**config.mk**
```make
export PLATFORM = sky130hd
export DESIGN_NAME = psum_collector
export DESIGN_NICKNAME = d
export VERILOG_FILES = /design/src/rtl/accel_pkg.sv /design/src/rtl/psum_collector.sv
export SDC_FILE = /design/constraint.sdc
export NUM_CORES = 1
export LEC_CHECK = 0
export BUFFER_PORTS_ARGS = -buffer_cell sky130_fd_sc_hd__buf_2
export CAP_MARGIN = 20
export CELL_PAD_IN_SITES_DETAIL_PLACEMENT = 0
export CELL_PAD_IN_SITES_GLOBAL_PLACEMENT = 1
export CORE_ASPECT_RATIO = 1.4
export CORE_MARGIN = 3
export CORE_UTILIZATION = 38
export CTS_CLUSTER_DIAMETER = 200
export CTS_CLUSTER_SIZE = 8
export DETAILED_ROUTE_END_ITERATION = 10
export HOLD_SLACK_MARGIN = 0.08
export PLACE_DENSITY = 0.93
export RECOVER_POWER = 25
export SETUP_SLACK_MARGIN = 0.5
export SLEW_MARGIN = 20
export SYNTH_ARGS = -nofsm -noshare
export SYNTH_HDL_FRONTEND = slang
export SYNTH_SLANG_ARGS = --single-unit
```
**constraint.sdc**
```tcl
create_clock -name clk -period 3.25 [get_ports clk]
set_clock_uncertainty 0.1 [all_clocks]
set_input_delay 0.325 -clock clk [delete_from_list [all_inputs] [get_ports clk]]
set_output_delay 0.325 -clock clk [all_outputs]
set_load 0.05 [all_outputs]
```
**src/rtl/accel_pkg.sv**
```systemverilog
// accelerator shared types
`default_nettype none

package accel_pkg;

    localparam int WEIGHT_W   = 8;   // weight / activation width
    localparam int PSUM_W     = 20;  // holds 16 products of two int8 values
    localparam int GLB_WORD_W = 32;  // four weights per GLB word
    localparam int GLB_ADDR_W = 12;  // byte address into the GLB

    typedef enum logic [1:0] {
        LAYER_CONV   = 2'b00,  // full matrix, row major
        LAYER_DWCONV = 2'b01,  // diagonal only
        LAYER_FC     = 2'b10,  // full matrix, row major
        LAYER_POOL   = 2'b11   // no weights
    } layer_type_t;

    typedef logic signed [WEIGHT_W-1:0] weight_t;
    typedef logic signed [PSUM_W-1:0]   psum_t;

    // one GLB word, either raw or split into bytes; byte 0 sits in bits 7..0
    typedef union packed {
        logic [GLB_WORD_W-1:0] word;   // host write / storage view
        weight_t [3:0]         bytes;  // loader byte select view
    } glb_word_u;

    // number of weights a layer pulls out of the GLB
    function automatic int unsigned weight_count(input layer_type_t lt,
                                                 input int unsigned rows,
                                                 input int unsigned cols);
        int unsigned n;
        case (lt)
            LAYER_CONV,
            LAYER_FC:     n = rows * cols;
            LAYER_DWCONV: n = rows;
            default:      n = 0;  // pool
        endcase
        return n;
    endfunction

    // index width for a count of n, never below one bit
    function automatic int idx_w(input int n);
        return (n > 1) ? $clog2(n) : 1;
    endfunction

endpackage

`default_nettype wire

```
**src/rtl/psum_collector.sv**
```systemverilog
// partial sum collector
`timescale 1ns/1ps
`default_nettype none

module psum_collector #(
    parameter int ROWS = 4
) (
    input  wire logic                         clk,
    input  wire logic                         rst_n,
    input  wire accel_pkg::psum_t             psum_i [ROWS],  // one sum per row
    input  wire logic                         psum_valid_i,   // shared row timing
    input  wire logic                         relu_en_i,      // given with the activation vector
    output      accel_pkg::psum_t [ROWS-1:0]  out_vec_o,
    output      logic                         out_valid_o
);
    import accel_pkg::*;

    logic relu_q;  // relu flag aligned with the row sums

    // relu_en_i arrives with act_valid one cycle before the psums
    always_ff @(posedge clk or negedge rst_n) begin
        if (!rst_n) begin
            relu_q      <= 1'b0;
            out_valid_o <= 1'b0;
        end else begin
            relu_q      <= relu_en_i;
            out_valid_o <= psum_valid_i;  // pulse follows each row valid
        end
    end

    // capture and clamp
    always_ff @(posedge clk) begin
        if (psum_valid_i) begin
            for (int r = 0; r < ROWS; r++) begin
                if (relu_q && psum_i[r][PSUM_W-1]) begin
                    out_vec_o[r] <= '0;  // negative clamped
                end else begin
                    out_vec_o[r] <= psum_i[r];
                end
            end
        end
    end

    // a vector sent with relu set never comes out negative
    for (genvar r = 0; r < ROWS; r++) begin : g_relu_chk
        a_relu_clamp: assert property (@(posedge clk) disable iff (!rst_n)
            (out_valid_o && $past(relu_en_i, 2)) |-> !out_vec_o[r][PSUM_W-1]);
    end

endmodule

`default_nettype wire

```
# Word-level counts from Yosys, hierarchy flattened
# Cells that the tools add are included.
# totals
register_bits	82
inputBits	84
wordCells	10
# classes
n_reduce_logical	4
# ops
cell	count
logical AND 1 bit	4

# Logic depth before layout (Yosys ltp)
# logic_depth
ltp_word	1
depth_mapped	2
mapped_depth_nobuf	1

# Worst setup path after synthesis
# OpenSTA, ideal clock, no wires.
# synth_timing
path_type	register to register
from	register relu_q
to	register out_vec_o[76] in the netlist's numbering (data pin)
synth_period_minus_slack_ps	1040
setup_slack_ps	2210
t_arrival_ps	667
setup_ps	272
path_stages_with_launch	3
cell_sequence	dfrtp_1 -> clkbuf_2 -> a21boi_0
# synth_via
elab_chain_cells	1
# synth_rtl
item	line	rtl
from (decl)	psum_collector.sv:18	logic relu_q;
from (signal assigned)	psum_collector.sv:26	relu_q <= relu_en_i;
logical AND 1 bit	psum_collector.sv:35	if (relu_q && psum_i[r][PSUM_W-1]) begin
to (signal, indexed assignment)	psum_collector.sv:38	out_vec_o[r] <= psum_i[r];
to (decl)	psum_collector.sv:13	output accel_pkg::psum_t [ROWS-1:0] out_vec_o,
# No other way between the ends.
# A chain may end at the register's enable or synchronous reset.

# Worst setup path after layout
# layout_timing
from	input port psum_valid_i
to	register out_vec_o[20] in the netlist's numbering, enable pin
# layout_lines
item	line	rtl
from (decl)	psum_collector.sv:11	input wire logic psum_valid_i,
# No word-level cell between the ends.

==> run metrics <==
status finished, violations left; violated checks max-capacitance violations, max-slew violations; clock tree from TritonCTS built; syn avg cell area 17.52 µm²; Clock Path Buffers 2; # Post-CTS Setup Buffers 0; Period minus WS final 1.890 ns; vias in the first global route 2,109; final setup TNS 0 ns; Final GP Congestion 0.7154; largest net degree at the start of global routing 82; total chip power 2.253 mW; clk root buf clkbuf_8; drt pass-1 iters 4; syn nets 262; Yosys Warn Count 0; origin of the critical flop-to-flop path relu_q$_DFF_PN0_; worst-margin pin slew 1.905 ns; CP peak stage delay 1.35 ns; Reg2Reg Depth 1; R2R Path End out_vec_o[23]$_SDFFCE_PP0P_; post-route ant nets 0; dpl hpwl 4692 µm; ys async rst share 0.02439; CP Capture Type flop; CORE AREA 7845 µm²; setup violators final 0; CTS Buf Count 9; final hold viol count 0; number of nets in the layout 423; die height 113.2 µm; power per cell area 540.5 nW/µm²; share of layout cells above drive strength 1 0.5058; IO Pins 165; WS Path Type in2reg; ant diodes 0; Worst Path Max Fanout 81; Seq/Total Area, Yosys 0.7862; Hold WS 0.2018 ns; Req. time, crit path 3.07 ns; clk_lat worst skew 0.33 ns; vias per cell 4.721; port buffer count 164; slowest CP cell clkbuf_2; initial antenna violation count 0; Setup crit start kind primary input; Starting Density 0.3976; CP bufs+invs 1; CTS Sinks 82; drt total wl 6823 µm; Synth Register Bits 82; fin util 0.5313; Mapped Cells 178; Yosys top cell area share 0.7702; hold crit path type in2async; number of fillers in the final layout 697; flop-to-flop setup slack 1.71 ns; max frequency 0.5292 GHz; Die Footprint 9347 µm²; CP arrival 1.71 ns; Max Slew Vio Count 82; CTS clk-pin slew, worst paths 0.07 ns; P&R area growth vs syn 33.61%; P_leak 1.770 nW; Die W 82.57 µm; DRT iter0 DRCs 106; EDFF count, synth 80; main flop type after synthesis edfxtp_1; Worst slew margin -0.2697; Post-route DRC 0; Cell Chain, Critical Path clkbuf_2; final period utilization 0.5815; dominant cell by count in the synthesized netlist edfxtp_1; Mapped Area 3119 µm²; htree depth 3; Worst VDD drop 0.0003655 V; total gr overflow 0; Distinct cells, synth 7; DR vias 2,096; Site Rows 38; Post-synth top cells 80 x edfxtp_1, 76 x a21boi_0, 8 x clkbuf_2; GRT Overall Usage 0.1483; DR WL/cell 15.37 µm; first-pass GRT wire length 10,150 µm; CP top delay family buffers and inverters; MaxCap Viol Count 1; area leader, netlist edfxtp_1; largest cells by area after synthesis edfxtp_1 77%, a21boi_0 18%, dfrtp_1 1.6%; unrepaired setup endpoints after global routing false
registers in the layout, summed over array words and instances, names as in the netlist:
register	cells
out_vec_o	80
out_valid_o	1
relu_q	1
metal layers:
layer  track usage  vias to the layer above  part of all wire
li1              -                     1004                 -
met1        0.1630                      989              0.35
met2        0.2554                       93              0.54
met3       0.03822                       10             0.086
met4       0.07852                        0             0.021
met5             0                        -                 0
logic make-up (layout without fill, tap and decap cells):
logic type | count (synthesis) | after routing | synth area share
simple gates | 4 | 4 | 0.008021
flops | 82 | 82 | 0.7862
compound gates | 76 | 76 | 0.1829
buf+inv | 16 | 182 | 0.02286
stage by stage:
step	cell area, µm²	cells	setup slack (ns)
2_1_floorplan	3119	178	2.210
3_3_place_gp	3998	426	1.567
3_5_place_dp	3998	426	1.414
4_1_cts	4169	444	1.392
5_1_grt	4168	444	1.228
6_report	4168	444	1.360
layout make-up:
| cell class | count | area (µm²) | share of cell area |
|---|---|---|---|
| Tap cell | 100 | 125.1 | 0.03002 |
| Timing Repair Buffer | 166 | 839.6 | 0.2014 |
| Clock inverter | 1 | 5.005 | 0.001201 |
| Multi-Input combinational cell | 80 | 595.6 | 0.1429 |
| Sequential cell | 82 | 2456 | 0.5893 |
| Clock buffer | 15 | 146.4 | 0.03512 |
power by group:
part           switching, mW  leakage [nW]  internal (mW)
registers             0.0261         0.828           1.24
logic                  0.290         0.866          0.100
clock network          0.319        0.0757          0.279
total                  0.635          1.77           1.62
timing repair:
item	in CTS	in global routing
endpoints found under the hold margin	3	0
resized for setup	0	0
hold buffers	2	0
worst max path at each step:
stage	end	depth (start not counted)	slack (ns)	from
floorplan	out_vec_o[76]$_SDFFCE_PP0P_	2	2.21	relu_q$_DFF_PN0_
global placement	out_vec_o[61]$_SDFFCE_PP0P_	1	1.57	relu_q$_DFF_PN0_
detailed placement	out_vec_o[41]$_SDFFCE_PP0P_	1	1.41	relu_q$_DFF_PN0_
CTS	out_vec_o[14]$_SDFFCE_PP0P_	1	1.39	relu_q$_DFF_PN0_
global route	out_vec_o[25]$_SDFFCE_PP0P_	1	1.23	psum_valid_i
finish	out_vec_o[20]$_SDFFCE_PP0P_	1	1.36	psum_valid_i
cell usage in the layout, fill, tap and decap left out, types with 2 or more instances in the layout:
cell / instances
buf_2: 162
edfxtp_1: 80
a21boi_0: 76
clkbuf_8: 9
clkbuf_1: 7
nor2b_1: 4
dlygate4sd3_1: 2
No activity file was read; power rests on OpenSTA's default activity.
