===== src/rtl/accel_pkg.sv =====
// accelerator shared types
`default_nettype none

package accel_pkg;

    localparam int WEIGHT_W   = 8;   // weight / activation width
    localparam int PSUM_W     = 20;  // holds 16 products of two int8 values
    localparam int GLB_WORD_W = 32;  // four weights per GLB word
    localparam int GLB_ADDR_W = 12;  // byte address into the GLB

    typedef enum logic [1:0] {
        LAYER_CONV   = 2'b00,  // full matrix, row major
        LAYER_DWCONV = 2'b01,  // diagonal only
        LAYER_FC     = 2'b10,  // full matrix, row major
        LAYER_POOL   = 2'b11   // no weights
    } layer_type_t;

    typedef logic signed [WEIGHT_W-1:0] weight_t;
    typedef logic signed [PSUM_W-1:0]   psum_t;

    // one GLB word, either raw or split into bytes; byte 0 sits in bits 7..0
    typedef union packed {
        logic [GLB_WORD_W-1:0] word;   // host write / storage view
        weight_t [3:0]         bytes;  // loader byte select view
    } glb_word_u;

    // number of weights a layer pulls out of the GLB
    function automatic int unsigned weight_count(input layer_type_t lt,
                                                 input int unsigned rows,
                                                 input int unsigned cols);
        int unsigned n;
        case (lt)
            LAYER_CONV,
            LAYER_FC:     n = rows * cols;
            LAYER_DWCONV: n = rows;
            default:      n = 0;  // pool
        endcase
        return n;
    endfunction

    // index width for a count of n, never below one bit
    function automatic int idx_w(input int n);
        return (n > 1) ? $clog2(n) : 1;
    endfunction

endpackage

`default_nettype wire


===== src/rtl/weight_bus_if.sv =====
// weight write bus
`timescale 1ns/1ps
`default_nettype none

interface weight_bus_if #(
    parameter int ROWS = 4,
    parameter int COLS = 4
);
    import accel_pkg::*;

    logic                     wr_en;    // single-cycle write strobe
    logic [idx_w(ROWS)-1:0]   wr_row;   // target pe row
    logic [idx_w(COLS)-1:0]   wr_col;   // target column within the row
    weight_t                  wr_data;  // weight byte

    modport master (output wr_en, output wr_row, output wr_col, output wr_data);
    modport slave  (input  wr_en, input  wr_row, input  wr_col, input  wr_data);

endinterface

`default_nettype wire


===== src/rtl/pe_row.sv =====
// processing element row
`timescale 1ns/1ps
`default_nettype none

module pe_row #(
    parameter int ROW_IDX = 0,
    parameter int COLS    = 4
) (
    input  wire logic              clk,
    input  wire logic              rst_n,
    weight_bus_if.slave            wbus,
    input  wire logic              act_valid_i,          // activation strobe
    input  wire accel_pkg::weight_t act_vec_i [COLS],    // broadcast activations
    output      accel_pkg::psum_t   psum_o,              // dot product, one cycle later
    output      logic              psum_valid_o
);
    import accel_pkg::*;

    weight_t w [COLS];  // stationary weights of this row
    psum_t   dot;       // combinational sum of products
    logic    hit;       // bus write addressed to this row

    assign hit = wbus.wr_en && (int'(wbus.wr_row) == ROW_IDX);

    // weight registers, zero after reset
    always_ff @(posedge clk or negedge rst_n) begin
        if (!rst_n) begin
            for (int c = 0; c < COLS; c++) begin
                w[c] <= '0;
            end
        end else if (hit) begin
            w[wbus.wr_col] <= wbus.wr_data;  // one pe per strobe
        end
    end

    // signed multiply-accumulate across the row
    always_comb begin
        dot = '0;
        for (int c = 0; c < COLS; c++) begin
            dot = dot + psum_t'(w[c]) * psum_t'(act_vec_i[c]);  // sign extended
        end
    end

    always_ff @(posedge clk) begin
        if (act_valid_i) begin
            psum_o <= dot;  // payload, no reset
        end
    end

    always_ff @(posedge clk or negedge rst_n) begin
        if (!rst_n) begin
            psum_valid_o <= 1'b0;
        end else begin
            psum_valid_o <= act_valid_i;  // single-cycle pulse per vector
        end
    end

    // the loader must never address a column past the row
    a_col_range: assert property (@(posedge clk) disable iff (!rst_n)
        hit |-> (int'(wbus.wr_col) < COLS));

endmodule

`default_nettype wire


===== src/flat_wrapper.sv =====
// flat-port wrapper written by rule: the top's interface ports become plain ports
module pe_row_flat import accel_pkg::*;
#(
    parameter int ROW_IDX = 0,
    parameter int COLS    = 4
)
  (clk, rst_n, act_valid_i, act_vec_i, psum_o, psum_valid_o, wbus_wr_en, wbus_wr_row, wbus_wr_col, wbus_wr_data);
  weight_bus_if #(.COLS(COLS)) wbus_i ();
  input  wire logic clk;
  input  wire logic rst_n;
  input  wire logic act_valid_i;
  input  wire accel_pkg::weight_t act_vec_i[COLS];
  output      accel_pkg::psum_t psum_o;
  output      logic psum_valid_o;
  input wire logic [$bits(wbus_i.wr_en)-1:0] wbus_wr_en;
  input wire logic [$bits(wbus_i.wr_row)-1:0] wbus_wr_row;
  input wire logic [$bits(wbus_i.wr_col)-1:0] wbus_wr_col;
  input wire logic [$bits(wbus_i.wr_data)-1:0] wbus_wr_data;
  assign wbus_i.wr_en = wbus_wr_en;
  assign wbus_i.wr_row = wbus_wr_row;
  assign wbus_i.wr_col = wbus_wr_col;
  assign wbus_i.wr_data = wbus_wr_data;
  pe_row #(.ROW_IDX(ROW_IDX), .COLS(COLS)) u_core (.clk(clk), .rst_n(rst_n), .wbus(wbus_i), .act_valid_i(act_valid_i), .act_vec_i(act_vec_i), .psum_o(psum_o), .psum_valid_o(psum_valid_o));
endmodule

===== config.mk =====
export PLATFORM = sky130hd
export DESIGN_NAME = pe_row_flat
export DESIGN_NICKNAME = d
export VERILOG_FILES = /design/src/rtl/accel_pkg.sv /design/src/rtl/weight_bus_if.sv /design/src/rtl/pe_row.sv /design/src/flat_wrapper.sv
export SDC_FILE = /design/constraint.sdc
export NUM_CORES = 1
export LEC_CHECK = 0
export BUFFER_PORTS_ARGS = -buffer_cell sky130_fd_sc_hd__buf_2
export CAP_MARGIN = 20
export CELL_PAD_IN_SITES_DETAIL_PLACEMENT = 2
export CELL_PAD_IN_SITES_GLOBAL_PLACEMENT = 2
export CORE_MARGIN = 10
export CORE_UTILIZATION = 42
export CTS_BUF_LIST = sky130_fd_sc_hd__clkbuf_8 sky130_fd_sc_hd__clkbuf_16
export DETAILED_ROUTE_END_ITERATION = 8
export GPL_TIMING_DRIVEN = 0
export PLACE_DENSITY_LB_ADDON = 0.1
export SYNTH_ARGS = -nofsm -noshare
export SYNTH_HDL_FRONTEND = slang
export SYNTH_SLANG_ARGS = --single-unit

===== constraint.sdc =====
create_clock -name clk -period 8.4 [get_ports clk]
set_clock_uncertainty 0.15 [all_clocks]
set_input_delay 0.84 -clock clk [delete_from_list [all_inputs] [get_ports clk]]
set_output_delay 0.84 -clock clk [all_outputs]
set_load 0.05 [all_outputs]

# [After elaboration in Yosys (flattened, before gate mapping)]
# Index checks and enable logic that the tools add are counted.
[classes] addsub=3 n_mux=3 bitwise_logic=1 order_cmp=2 mul=4 reduce_logical=3
[ops] cell="multiplier 8 x 8 -> 16 bit" n=4
[ops] cell="adder 20 bit" n=3
[ops] cell="bitwise mux 32 bit" n=1
[ops] cell="demux 8 bit (select 2 bit)" n=1
[ops] cell="2-to-1 mux 8 bit" n=1
[ops] cell=">= comparator 3 bit, second input constant" n=1
[ops] cell="less-than comparator 3 x 1 -> 1 bit, second input constant" n=1
[ops] cell="inverter 2 -> 3 bit" n=1
[ops] cell="logical AND 1 bit" n=2
[ops] cell="zero test 2 bit" n=1
[word_totals] register_bits=53 out_inout_bits=21 word_cells=22 input_bits=48

# [Logic depth before layout (Yosys ltp)]
# Gate-level depths: netlist of run 1.
[depth] ltp_word=6 depth_mapped=27

# [Worst setup path after synthesis of run 1]
# Ideal clock, no wire load.
[synth_path] path_kind="input -> register" start="in act_vec_i[18] in the netlist's numbering" end="reg u_core.psum_o[16] (data pin)" t_required_ns=8.112 path_buffers=0 arrival_time_ns=6.691 cell_stages=26 slack_ns=1.421 path_cell_list="and2_1 > fa_1 > inv_1 > fa_1 > inv_1 > fa_1 > inv_1 > fa_1 > inv_1 > ha_1 > nand3_1 > o2111ai_1 > nand4_1 > a21boi_0 > nor2_1 > xor2_1 > fa_1 > fa_1 > inv_1 > ha_1 > a21oi_1 > o21ai_0 > a21oi_1 > a21bo_2 > or4_1 > nand4_1"
[synth_between] elab_chain_cells=4
[synth_rtl] element="start: declaration" line_no="flat_wrapper.sv:12" text="input wire accel_pkg::weight_t act_vec_i[COLS];"
[synth_rtl] element="multiplier 8 x 8 -> 16 bit" line_no="pe_row.sv:40" text="dot = dot + psum_t'(w[c]) * psum_t'(act_vec_i[c]);"
[synth_rtl] element="adder 20 bit (3 in a row)" line_no="pe_row.sv:40"
[synth_rtl] element="via u_core.dot[16]" line_no="pe_row.sv:20" text="psum_t dot;"
[synth_rtl] element="end signal: assignment" line_no="pe_row.sv:46" text="psum_o <= dot;"
[synth_rtl] element="end: declaration" line_no="pe_row.sv:14" text="output accel_pkg::psum_t psum_o,"
# The timed path passes the listed nets, and every way through them passes these cells.
# A chain may end at the register's enable or synchronous reset.

# [Worst setup path in the final report of run 1]
[layout_path] start="in act_vec_i[16] in the netlist's numbering" end="reg u_core.psum_o[18] (data pin)"
# The elaborated chain is that of the path after synthesis.

==> flow_metrics.py, run 1 <==
metrics = {
    "route": {
        "viasPerCell": 5.03,
        "num_vias": 9438,
        "drc": 0,
        "drt-wirelength-per-cell_um": 19.6,
        "ant_nets": 0,
        "drtIter0Drc": 292,
        "dr.pass1.iters": 4,
        "wirelength_um": 36800,
    },
    "clock_network": {
        "clk_pin_slew_ns": 0.09,
        "cts_tree": "done",
        "worst_skew_pair.late_latency_ns": 0.32,
        "cts_sinks": 53,
        "cts_setup_buffers": 0,
        "cts_root_buf": "clkbuf_16",
        "hold_buffers": 0,
        "h-tree-depth": 2,
        "cts.path.max_buffers": 2,
        "post_cts_resized": 0,
        "numCtsBuffers": 5,
    },
    "logic_synthesis": {
        "synth_fp_nets": 1836,
        "postSynthCellCount": 1401,
        "synth_seq_cells": 53,
        "synth_area_leaders": "fa_1, ha_1, inv_1, and2_1, dfrtp_1",
        "synth_top_area_frac": 0.380,
        "ys_types": 54,
        "syn_area_um2": 13300,
        "ys_seq_area_frac": 0.107,
        "ys_async_sr_fraction": 0.623,
        "avgSynthCellArea_um2": 9.52,
        "synth_edf_count": 20,
        "synth_top_area_cell": "fa_1",
        "synth_warnings": 0,
        "ys.flop_type": "dfrtp_1",
    },
    "cells_and_area": {
        "diodes": 0,
        "fin_area_um2": 14300,
        "nets": 1910,
        "nFillCells": 3471,
        "drive_gt1_frac": 0.0820,
        "fin_util": 0.456,
        "syn2layout_area_growth_pct": 7.54,
    },
    "global_route": {
        "grt_usage": 0.195,
        "grt_pass1_wl_um": 60100,
        "grt_pass1_vias": 11100,
        "overflow": 0,
        "grt_max_degree": 34,
        "antenna_found_initial": 2,
    },
    "hold_path": {
        "hold_path.class": "in2async",
    },
    "floorplanning": {
        "rows": 65,
        "die_width_um": 198,
        "io_pins": 69,
        "die_area_um2": 39300,
        "initial_core_util": 0.424,
        "fp.dieH_um": 198,
        "core-area_um2": 31500,
    },
    "timing": {
        "setup_viol": 0,
        "report.final.slew_viol_count": 0,
        "fin_crit_sh": 0.943,
        "finalHoldViolations": 0,
        "worst_pin_slew_ns": 0.942,
        "hold_ws_ns": 0.502,
        "setup-tns-final_ns": 0,
        "max_slew_margin": 0.372,
        "rsz0062_at_grt": "false",
        "max_freq_ghz": 0.126,
        "period_minus_slack_ns": 7.92,
    },
    "setup_path": {
        "worstSetupStartpointType": "primary input",
        "worst_ep_required_time_ns": 8.35,
        "critical_path.max_fanout": 8,
        "critPathMaxStageDelay_ns": 0.54,
        "critPathBufInv": 6,
        "crit_type": "in2reg",
        "cp_slowest_cell": "fa_1",
        "arrival_ns": 7.86,
        "critPathTopFamily": "adder cells",
        "end_kind": "register",
    },
    "placed_design": {
        "placed_area_um2": 14200,
        "gp_congestion": 0.835,
        "portBuffers": 67,
        "dp_hpwl_um": 32800,
    },
    "job": {
        "maxCapViolCount": 0,
    },
    "status": {
        "status": "complete, no violations",
    },
}
==> final timing paths <==
check | cells after the start | slack [ns] | startpoint | to
worst max register to register | 27 | 0.50 | u_core.w[23] | u_core.psum_o[18]
max in group asynchronous | 1 | 6.99 | rst_n | u_core.w[22]
worst min-delay path | 1 | 0.50 | rst_n | u_core.w[4]
worst max-delay path | 27 | 0.48 | act_vec_i[16] | u_core.psum_o[18]
min in group clk | 1 | 0.58 | u_core.w[31] | u_core.w[31]
worst min register to register | 1 | 0.58 | u_core.w[31] | u_core.w[31]
==> metal layers <==
layer	global-route usage	wire length (um)	up-vias
met5	0	0	-
met4	0.0319	427	0
met3	0.0110	580	15
met2	0.354	18900	77
met1	0.253	16900	4942
li1	-	-	4404
==> synth_stat cells, types with 6 or more instances <==
master	n
o21bai_1	7
nor2b_1	18
and2_1	161
ha_1	134
mux2_2	35
fa_1	253
nand3_1	14
o21a_1	6
nor2_1	48
nor3_1	14
edfxtp_1	20
inv_1	366
xor2_1	19
dfrtp_1	33
nand2b_1	15
nand2_1	81
xnor2_1	57
a21oi_1	33
o21ai_0	17
nand4_1	6
==> through the flow <==
step                std cells  worst slack, ns
finish                   1878            0.482
global route             1878           0.0905
CTS                      1878            0.501
detailed placement       1870            0.161
global placement         1870            0.261
floorplan                1401             1.42
==> flip-flops by register name (all words and copies together) (netlist names) <==
name	count
u_core.psum_o	20
u_core.w	32
u_core.psum_valid_o	1
==> cell families (layout without fill, tap and decap cells) <==
group,count (synthesis),count (layout),synth area share
flip-flops,53,53,0.107
multiplexers,35,35,0.0295
AO/OA/AOI/OAI,104,104,0.0520
buffers and inverters,371,446,0.104
XOR/XNOR,76,76,0.0499
AND/OR/NAND/NOR,375,375,0.152
adder cells (fa/ha/maj),387,387,0.505
==> placed cells by master, fill, tap and decap left out, drive strengths merged, types with 4 or more instances in the layout <==
cell type,n
fa,253
nor2b,19
xnor2,57
and2,161
nand2b,15
dfrtp,33
nand3,14
o21bai,7
a21o,5
a21oi,33
nor3,15
nand2,81
xor2,19
clkbuf,10
edfxtp,20
buf,67
mux2,35
nand4,6
nor2,48
inv,367
o41ai,4
o21ai,20
o21a,6
a31oi,5
ha,134
==> final cells by class <==
class | count | area (um^2) | area share
timing repair buffer | 67 | 335 | 0.0234
buffer | 5 | 18.8 | 0.00131
sequential | 53 | 1430 | 0.0994
inverter | 366 | 1370 | 0.0958
tap | 402 | 503 | 0.0351
clock buffer | 5 | 125 | 0.00872
clock inverter | 3 | 42.5 | 0.00297
multi-input combinational | 977 | 10500 | 0.733
Power of run 1 is not shown: default switching activity piles up to over one toggle a cycle in this logic, so the estimate is an artifact.
==> inputs of run 2 (changes only) <==
--- a/config.mk
+++ b/config.mk
@@ -10,7 +10,7 @@
 export CELL_PAD_IN_SITES_DETAIL_PLACEMENT = 2
 export CELL_PAD_IN_SITES_GLOBAL_PLACEMENT = 2
 export CORE_MARGIN = 10
-export CORE_UTILIZATION = 42
+export CORE_UTILIZATION = 28
 export CTS_BUF_LIST = sky130_fd_sc_hd__clkbuf_8 sky130_fd_sc_hd__clkbuf_16
 export DETAILED_ROUTE_END_ITERATION = 8
 export GPL_TIMING_DRIVEN = 0
==> run 2 against run 1 <==
Cell area is 1.8% higher; cell count is 11% higher; non-clock buffer count stayed put; register-to-register slack better by 0.08 ns; critical endpoint is now u_core.psum_o[17].
==> flow_metrics.py, run 2 (synthesis gave the netlist of run 1 again) <==
metrics = {
    "status": {
        "status": "complete, no violations",
    },
    "hold_path": {
        "hold_path.class": "in2async",
    },
    "setup_path": {
        "critPathTopFamily": "adder cells",
        "critical_path.max_fanout": 9,
        "end_kind": "register",
        "worst_ep_required_time_ns": 8.31,
        "worstSetupStartpointType": "register",
        "worst_path_most_repeated_cell": "inv_1",
        "critPathBufInv": 8,
        "cp_slowest_cell": "o311ai_0",
        "arrival_ns": 7.73,
        "crit_type": "reg2reg",
        "critPathMaxStageDelay_ns": 0.91,
    },
    "job": {
        "maxCapViolCount": 0,
    },
    "floorplanning": {
        "rows": 79,
        "fp.dieH_um": 238,
        "die_width_um": 238,
        "io_pins": 69,
        "die_area_um2": 56800,
        "core-area_um2": 46900,
        "initial_core_util": 0.285,
    },
    "cells_and_area": {
        "fin_cells": 2083,
        "diodes": 0,
        "multi_input_area_um2": 10500,
        "final_common_cell": "inv_1",
        "nFillCells": 5286,
        "final_cell_mix": "inv_1, fa_1, and2_1",
        "syn2layout_area_growth_pct": 9.46,
        "drive_gt1_frac": 0.0833,
        "largest_register": "u_core.w",
        "reg_top3": "u_core.w: 32 flops, u_core.psum_o: 20 flops, u_core.psum_valid_o: 1 flops",
        "nets": 1910,
        "largest_register_ffs": 32,
        "seq_area_um2": 1430,
    },
    "timing": {
        "period_minus_slack_ns": 7.82,
        "max_freq_ghz": 0.128,
        "report.final.slew_viol_count": 0,
        "finalHoldViolations": 0,
        "worst_pin_slew_ns": 1.05,
        "setup_viol": 0,
        "rsz0062_at_grt": "false",
        "max_slew_margin": 0.290,
        "fin_crit_sh": 0.931,
    },
    "global_route": {
        "overflow": 0,
        "grt_usage": 0.139,
        "grt_max_degree": 34,
        "grt_pass1_wl_um": 62300,
        "antenna_found_initial": 0,
        "grt_pass1_vias": 11000,
    },
    "route": {
        "drc": 0,
        "dr.pass1.iters": 4,
        "wirelength_um": 37700,
        "drt-wirelength-per-cell_um": 18.1,
        "ant_nets": 0,
        "viasPerCell": 4.46,
        "drtIter0Drc": 315,
        "num_vias": 9288,
    },
    "clock_network": {
        "clk_pin_slew_ns": 0.07,
        "h-tree-depth": 2,
        "cts_root_buf": "clkbuf_16",
        "cts_sinks": 53,
        "numCtsBuffers": 5,
        "cts.path.max_buffers": 2,
        "hold_buffers": 0,
        "cts_tree": "done",
        "worst_skew_pair.late_latency_ns": 0.32,
    },
    "placed_design": {
        "gp_congestion": 0.754,
        "dp.cells": 2075,
        "portBuffers": 67,
        "dp_hpwl_um": 33800,
    },
}
## run 2: cell types whose count changed in the layout (fill, tap and decap cells not counted), sizes merged
cell    change
inv         +1
clkinv      -1
clkbuf      +1
bufinv      -1
## run 2: what timing repair did
action,CTS,global route
buffers inserted,0,0
gates resized for setup,0,3
endpoints found under the setup margin,0,5
## run 2: final cells by class
type	instances	share of cell area
Clock inverter	2	0.000514
Clock buffer	6	0.00951
Sequential cell	53	0.0977
Tap cell	607	0.0520
Inverter	366	0.0941
Multi-Input combinational cell	977	0.722
Timing Repair Buffer	67	0.0230
Buffer	5	0.00129
## run 2: per-layer routing
| metal | track usage | up-vias | share of wire |
|---|---|---|---|
| met3 | 0.0156 | 14 | 0.031 |
| met2 | 0.236 | 71 | 0.48 |
| met5 | 0 | - | 0 |
| met1 | 0.194 | 4809 | 0.49 |
| met4 | 0.0136 | 0 | 0.0054 |
| li1 | - | 4394 | - |
## run 2: worst register-to-register path: cells and delay by family (launching register included)
family,cells,cell delay [ns]
XOR/XNOR,1,0.15
buffers and inverters,8,0.96
flip-flops,1,0.36
AND/OR/NAND/NOR,1,0.27
AO/OA/AOI/OAI,8,2.05
adder cells (fa/ha/maj),8,3.60
## run 2: per-stage QoR
step / TNS (ns) / hold WS [ns] / utilization / setup WS (ns) / area, um^2
final: 0 / 0.502 / 0.312 / 0.577 / 14600
after global routing: 0 / 0.574 / 0.312 / 0.0378 / 14600
after CTS: 0 / 0.550 / 0.311 / 0.206 / 14600
after detailed placement: -0.131 / 0.587 / 0.308 / -0.0755 / 14400
after global placement: 0 / 0.570 / 0.308 / 0.139 / 14400
after floorplan: 0 / 0.394 / - / 1.42 / 13300
## run 2: final timing paths
path | from | to | slack, ns | depth (start not counted)
max | u_core.w[23] | u_core.psum_o[17] | 0.58 | 26
min | rst_n | u_core.w[0] | 0.50 | 1
max reg2reg | u_core.w[23] | u_core.psum_o[17] | 0.58 | 26
min reg2reg | u_core.w[31] | u_core.w[31] | 0.59 | 1
max in group asynchronous | rst_n | u_core.psum_valid_o | 7.00 | 1
min in group clk | u_core.w[31] | u_core.w[31] | 0.59 | 1
Power of run 2 is left out for the same reason.
==> inputs of run 3 (changes only) <==
--- a/config.mk
+++ b/config.mk
@@ -5,6 +5,7 @@
 export SDC_FILE = /design/constraint.sdc
 export NUM_CORES = 1
 export LEC_CHECK = 0
+export ABC_AREA = 1
 export BUFFER_PORTS_ARGS = -buffer_cell sky130_fd_sc_hd__buf_2
 export CAP_MARGIN = 20
 export CELL_PAD_IN_SITES_DETAIL_PLACEMENT = 2
==> run 3 against run 2 <==
Via count rose by 26%; cell area rose by 7.3%; die area rose by 7.7%; sequential share of layout area fell by 0.66 points; global-route usage rose by 0.90 points; worst hold slack got worse by 0.0023 ns; critical path type is now in2reg; critical endpoint unchanged; largest cell class unchanged.
==> flow_metrics.py, run 3 <==
metrics = {
    "cells_and_area": {
        "reg_top3": "u_core.w: 32 flops, u_core.psum_o: 20 flops, u_core.psum_valid_o: 1 flops",
        "diodes": 0,
        "final_cell_mix": "inv_1, nand2_1, fa_1",
        "largest_register_ffs": 32,
        "largest_register": "u_core.w",
        "drive_gt1_frac": 0.0329,
        "fin_util": 0.306,
        "final_common_cell": "inv_1",
        "syn2layout_area_growth_pct": 8.37,
        "nets": 2443,
        "nFillCells": 6098,
    },
    "timing": {
        "max_slew_margin": 0.389,
        "setup_viol": 0,
        "rsz0062_at_grt": "false",
        "worst_pin_slew_ns": 0.917,
        "max_freq_ghz": 0.134,
        "finalHoldViolations": 0,
        "period_minus_slack_ns": 7.45,
        "setup-tns-final_ns": 0,
        "report.final.slew_viol_count": 0,
        "fin_crit_sh": 0.887,
    },
    "hold_path": {
        "hold_path.class": "in2async",
    },
    "floorplanning": {
        "io_pins": 69,
        "die_area_um2": 61100,
        "fp.dieH_um": 247,
        "die_width_um": 247,
        "initial_core_util": 0.282,
        "rows": 83,
        "core-area_um2": 51200,
    },
    "route": {
        "drt-wirelength-per-cell_um": 16.2,
        "drc": 0,
        "dr.pass1.iters": 4,
        "ant_nets": 0,
        "wirelength_um": 43500,
        "drtIter0Drc": 272,
        "num_vias": 11700,
        "viasPerCell": 4.36,
    },
    "logic_synthesis": {
        "postSynthCellCount": 1961,
        "synth_warnings": 0,
        "synth_seq_cells": 53,
        "ys_types": 28,
        "synth.most_common_cell": "inv_1",
        "avgSynthCellArea_um2": 7.37,
        "synth_fp_nets": 2396,
        "ys.flop_type": "dfrtp_1",
        "synth_area_leaders": "fa_1, inv_1, nand2_1, ha_1, dfrtp_1",
        "synth_edf_count": 20,
        "syn_area_um2": 14500,
        "yosys-top-cells-count": "inv_1, nand2_1, fa_1",
        "synth_top_area_cell": "fa_1",
        "synth_top_area_frac": 0.350,
        "ys_seq_area_frac": 0.0987,
        "ys_async_sr_fraction": 0.623,
    },
    "setup_path": {
        "end_kind": "register",
        "rr_startpoint": "u_core.w[31]",
        "reg2reg_depth": 27,
        "critical_path.max_fanout": 8,
        "worst_ep_required_time_ns": 8.33,
        "crit_type": "in2reg",
        "arrival_ns": 7.38,
        "cp-startpoint": "act_vec_i[26]",
        "worstSetupStartpointType": "primary input",
    },
    "global_route": {
        "grt_usage": 0.149,
        "grt_max_degree": 34,
        "grt_pass1_vias": 13600,
        "overflow": 0,
        "antenna_found_initial": 1,
        "grt_pass1_wl_um": 72200,
    },
    "clock_network": {
        "hold_buffers": 0,
        "clk_pin_slew_ns": 0.08,
        "numCtsBuffers": 5,
        "worst_skew_pair.late_latency_ns": 0.32,
        "post_cts_resized": 0,
        "cts_sinks": 53,
        "cts.path.max_buffers": 2,
        "cts_setup_buffers": 0,
        "cts_root_buf": "clkbuf_16",
        "h-tree-depth": 2,
        "cts_tree": "done",
    },
    "job": {
        "maxCapViolCount": 0,
    },
    "placed_design": {
        "gp_congestion": 0.776,
        "portBuffers": 40,
        "dp_hpwl_um": 39200,
    },
    "status": {
        "status": "complete, no violations",
    },
}
run 3: critical path, stage by stage:
cell and delay (ns):
clkbuf_1 0.42, nand2_1 0.21, fa_1 0.69, inv_1 0.13
fa_1 0.49, inv_1 0.05, fa_1 0.50, inv_1 0.05
fa_1 0.43, ha_1 0.38, nand2_1 0.13, nor2_1 0.16
nand2_1 0.07, nor2_1 0.10, nor2_1 0.08, nand3_1 0.08
nand2_1 0.17, fa_1 0.64, fa_1 0.53, inv_1 0.06
ha_1 0.37, a21oi_1 0.16, o21ai_0 0.09, a21oi_1 0.31
nand2_1 0.10, nand2_1 0.08, nand2_1 0.05
run 3: final cells by class:
cell class	count	area (um^2)	area share
clock buffer	6	150	0.00958
timing repair buffer	40	200	0.0128
clock inverter	2	8.76	0.000559
tap	680	851	0.0543
buffer	64	270	0.0173
inverter	624	2340	0.150
multi-input combinational	1220	10400	0.665
sequential	53	1430	0.0910
run 3: metal layers:
| layer | wire [um] | share of wire | up-vias | global-route usage |
|---|---|---|---|---|
| met1 | 21100 | 0.49 | 5997 | 0.197 |
| met4 | 466 | 0.011 | 0 | 0.0212 |
| met5 | 0 | 0 | - | 0 |
| met3 | 623 | 0.014 | 18 | 0.0105 |
| li1 | - | - | 5648 | - |
| met2 | 21300 | 0.49 | 69 | 0.265 |
run 3: path summary, 6_finish.rpt:
path                                       endpoint  slack (ns)
worst max-delay path              u_core.psum_o[17]        0.95
worst min-delay path                   u_core.w[29]        0.50
worst max register to register    u_core.psum_o[17]        1.16
worst min register to register          u_core.w[5]        0.68
max in group asynchronous       u_core.psum_valid_o        7.02
min in group clk                        u_core.w[5]        0.68
run 3: cell families (layout without fill, tap and decap cells):
group / count (synthesis) / after routing / synth area share
flip-flops: 53 / 53 / 0.0987
buffers and inverters: 688 / 736 / 0.181
adder cells (fa/ha/maj): 387 / 387 / 0.466
AND/OR/NAND/NOR: 686 / 686 / 0.189
XOR/XNOR: 42 / 42 / 0.0254
AO/OA/AOI/OAI: 105 / 105 / 0.0394
run 3: stage by stage:
| stage | hold WS [ns] | cell area [um^2] | std cells | setup WS, ns |
|---|---|---|---|---|
| floorplan | 0.394 | 14500 | 1961 | 1.75 |
| global placement | 0.640 | 15500 | 2681 | 0.580 |
| detailed placement | 0.681 | 15500 | 2681 | 0.471 |
| CTS | 0.524 | 15700 | 2689 | 0.810 |
| global route | 0.561 | 15700 | 2689 | 0.321 |
| finish | 0.499 | 15700 | 2689 | 0.948 |
Power of run 3 is left out for the same reason.
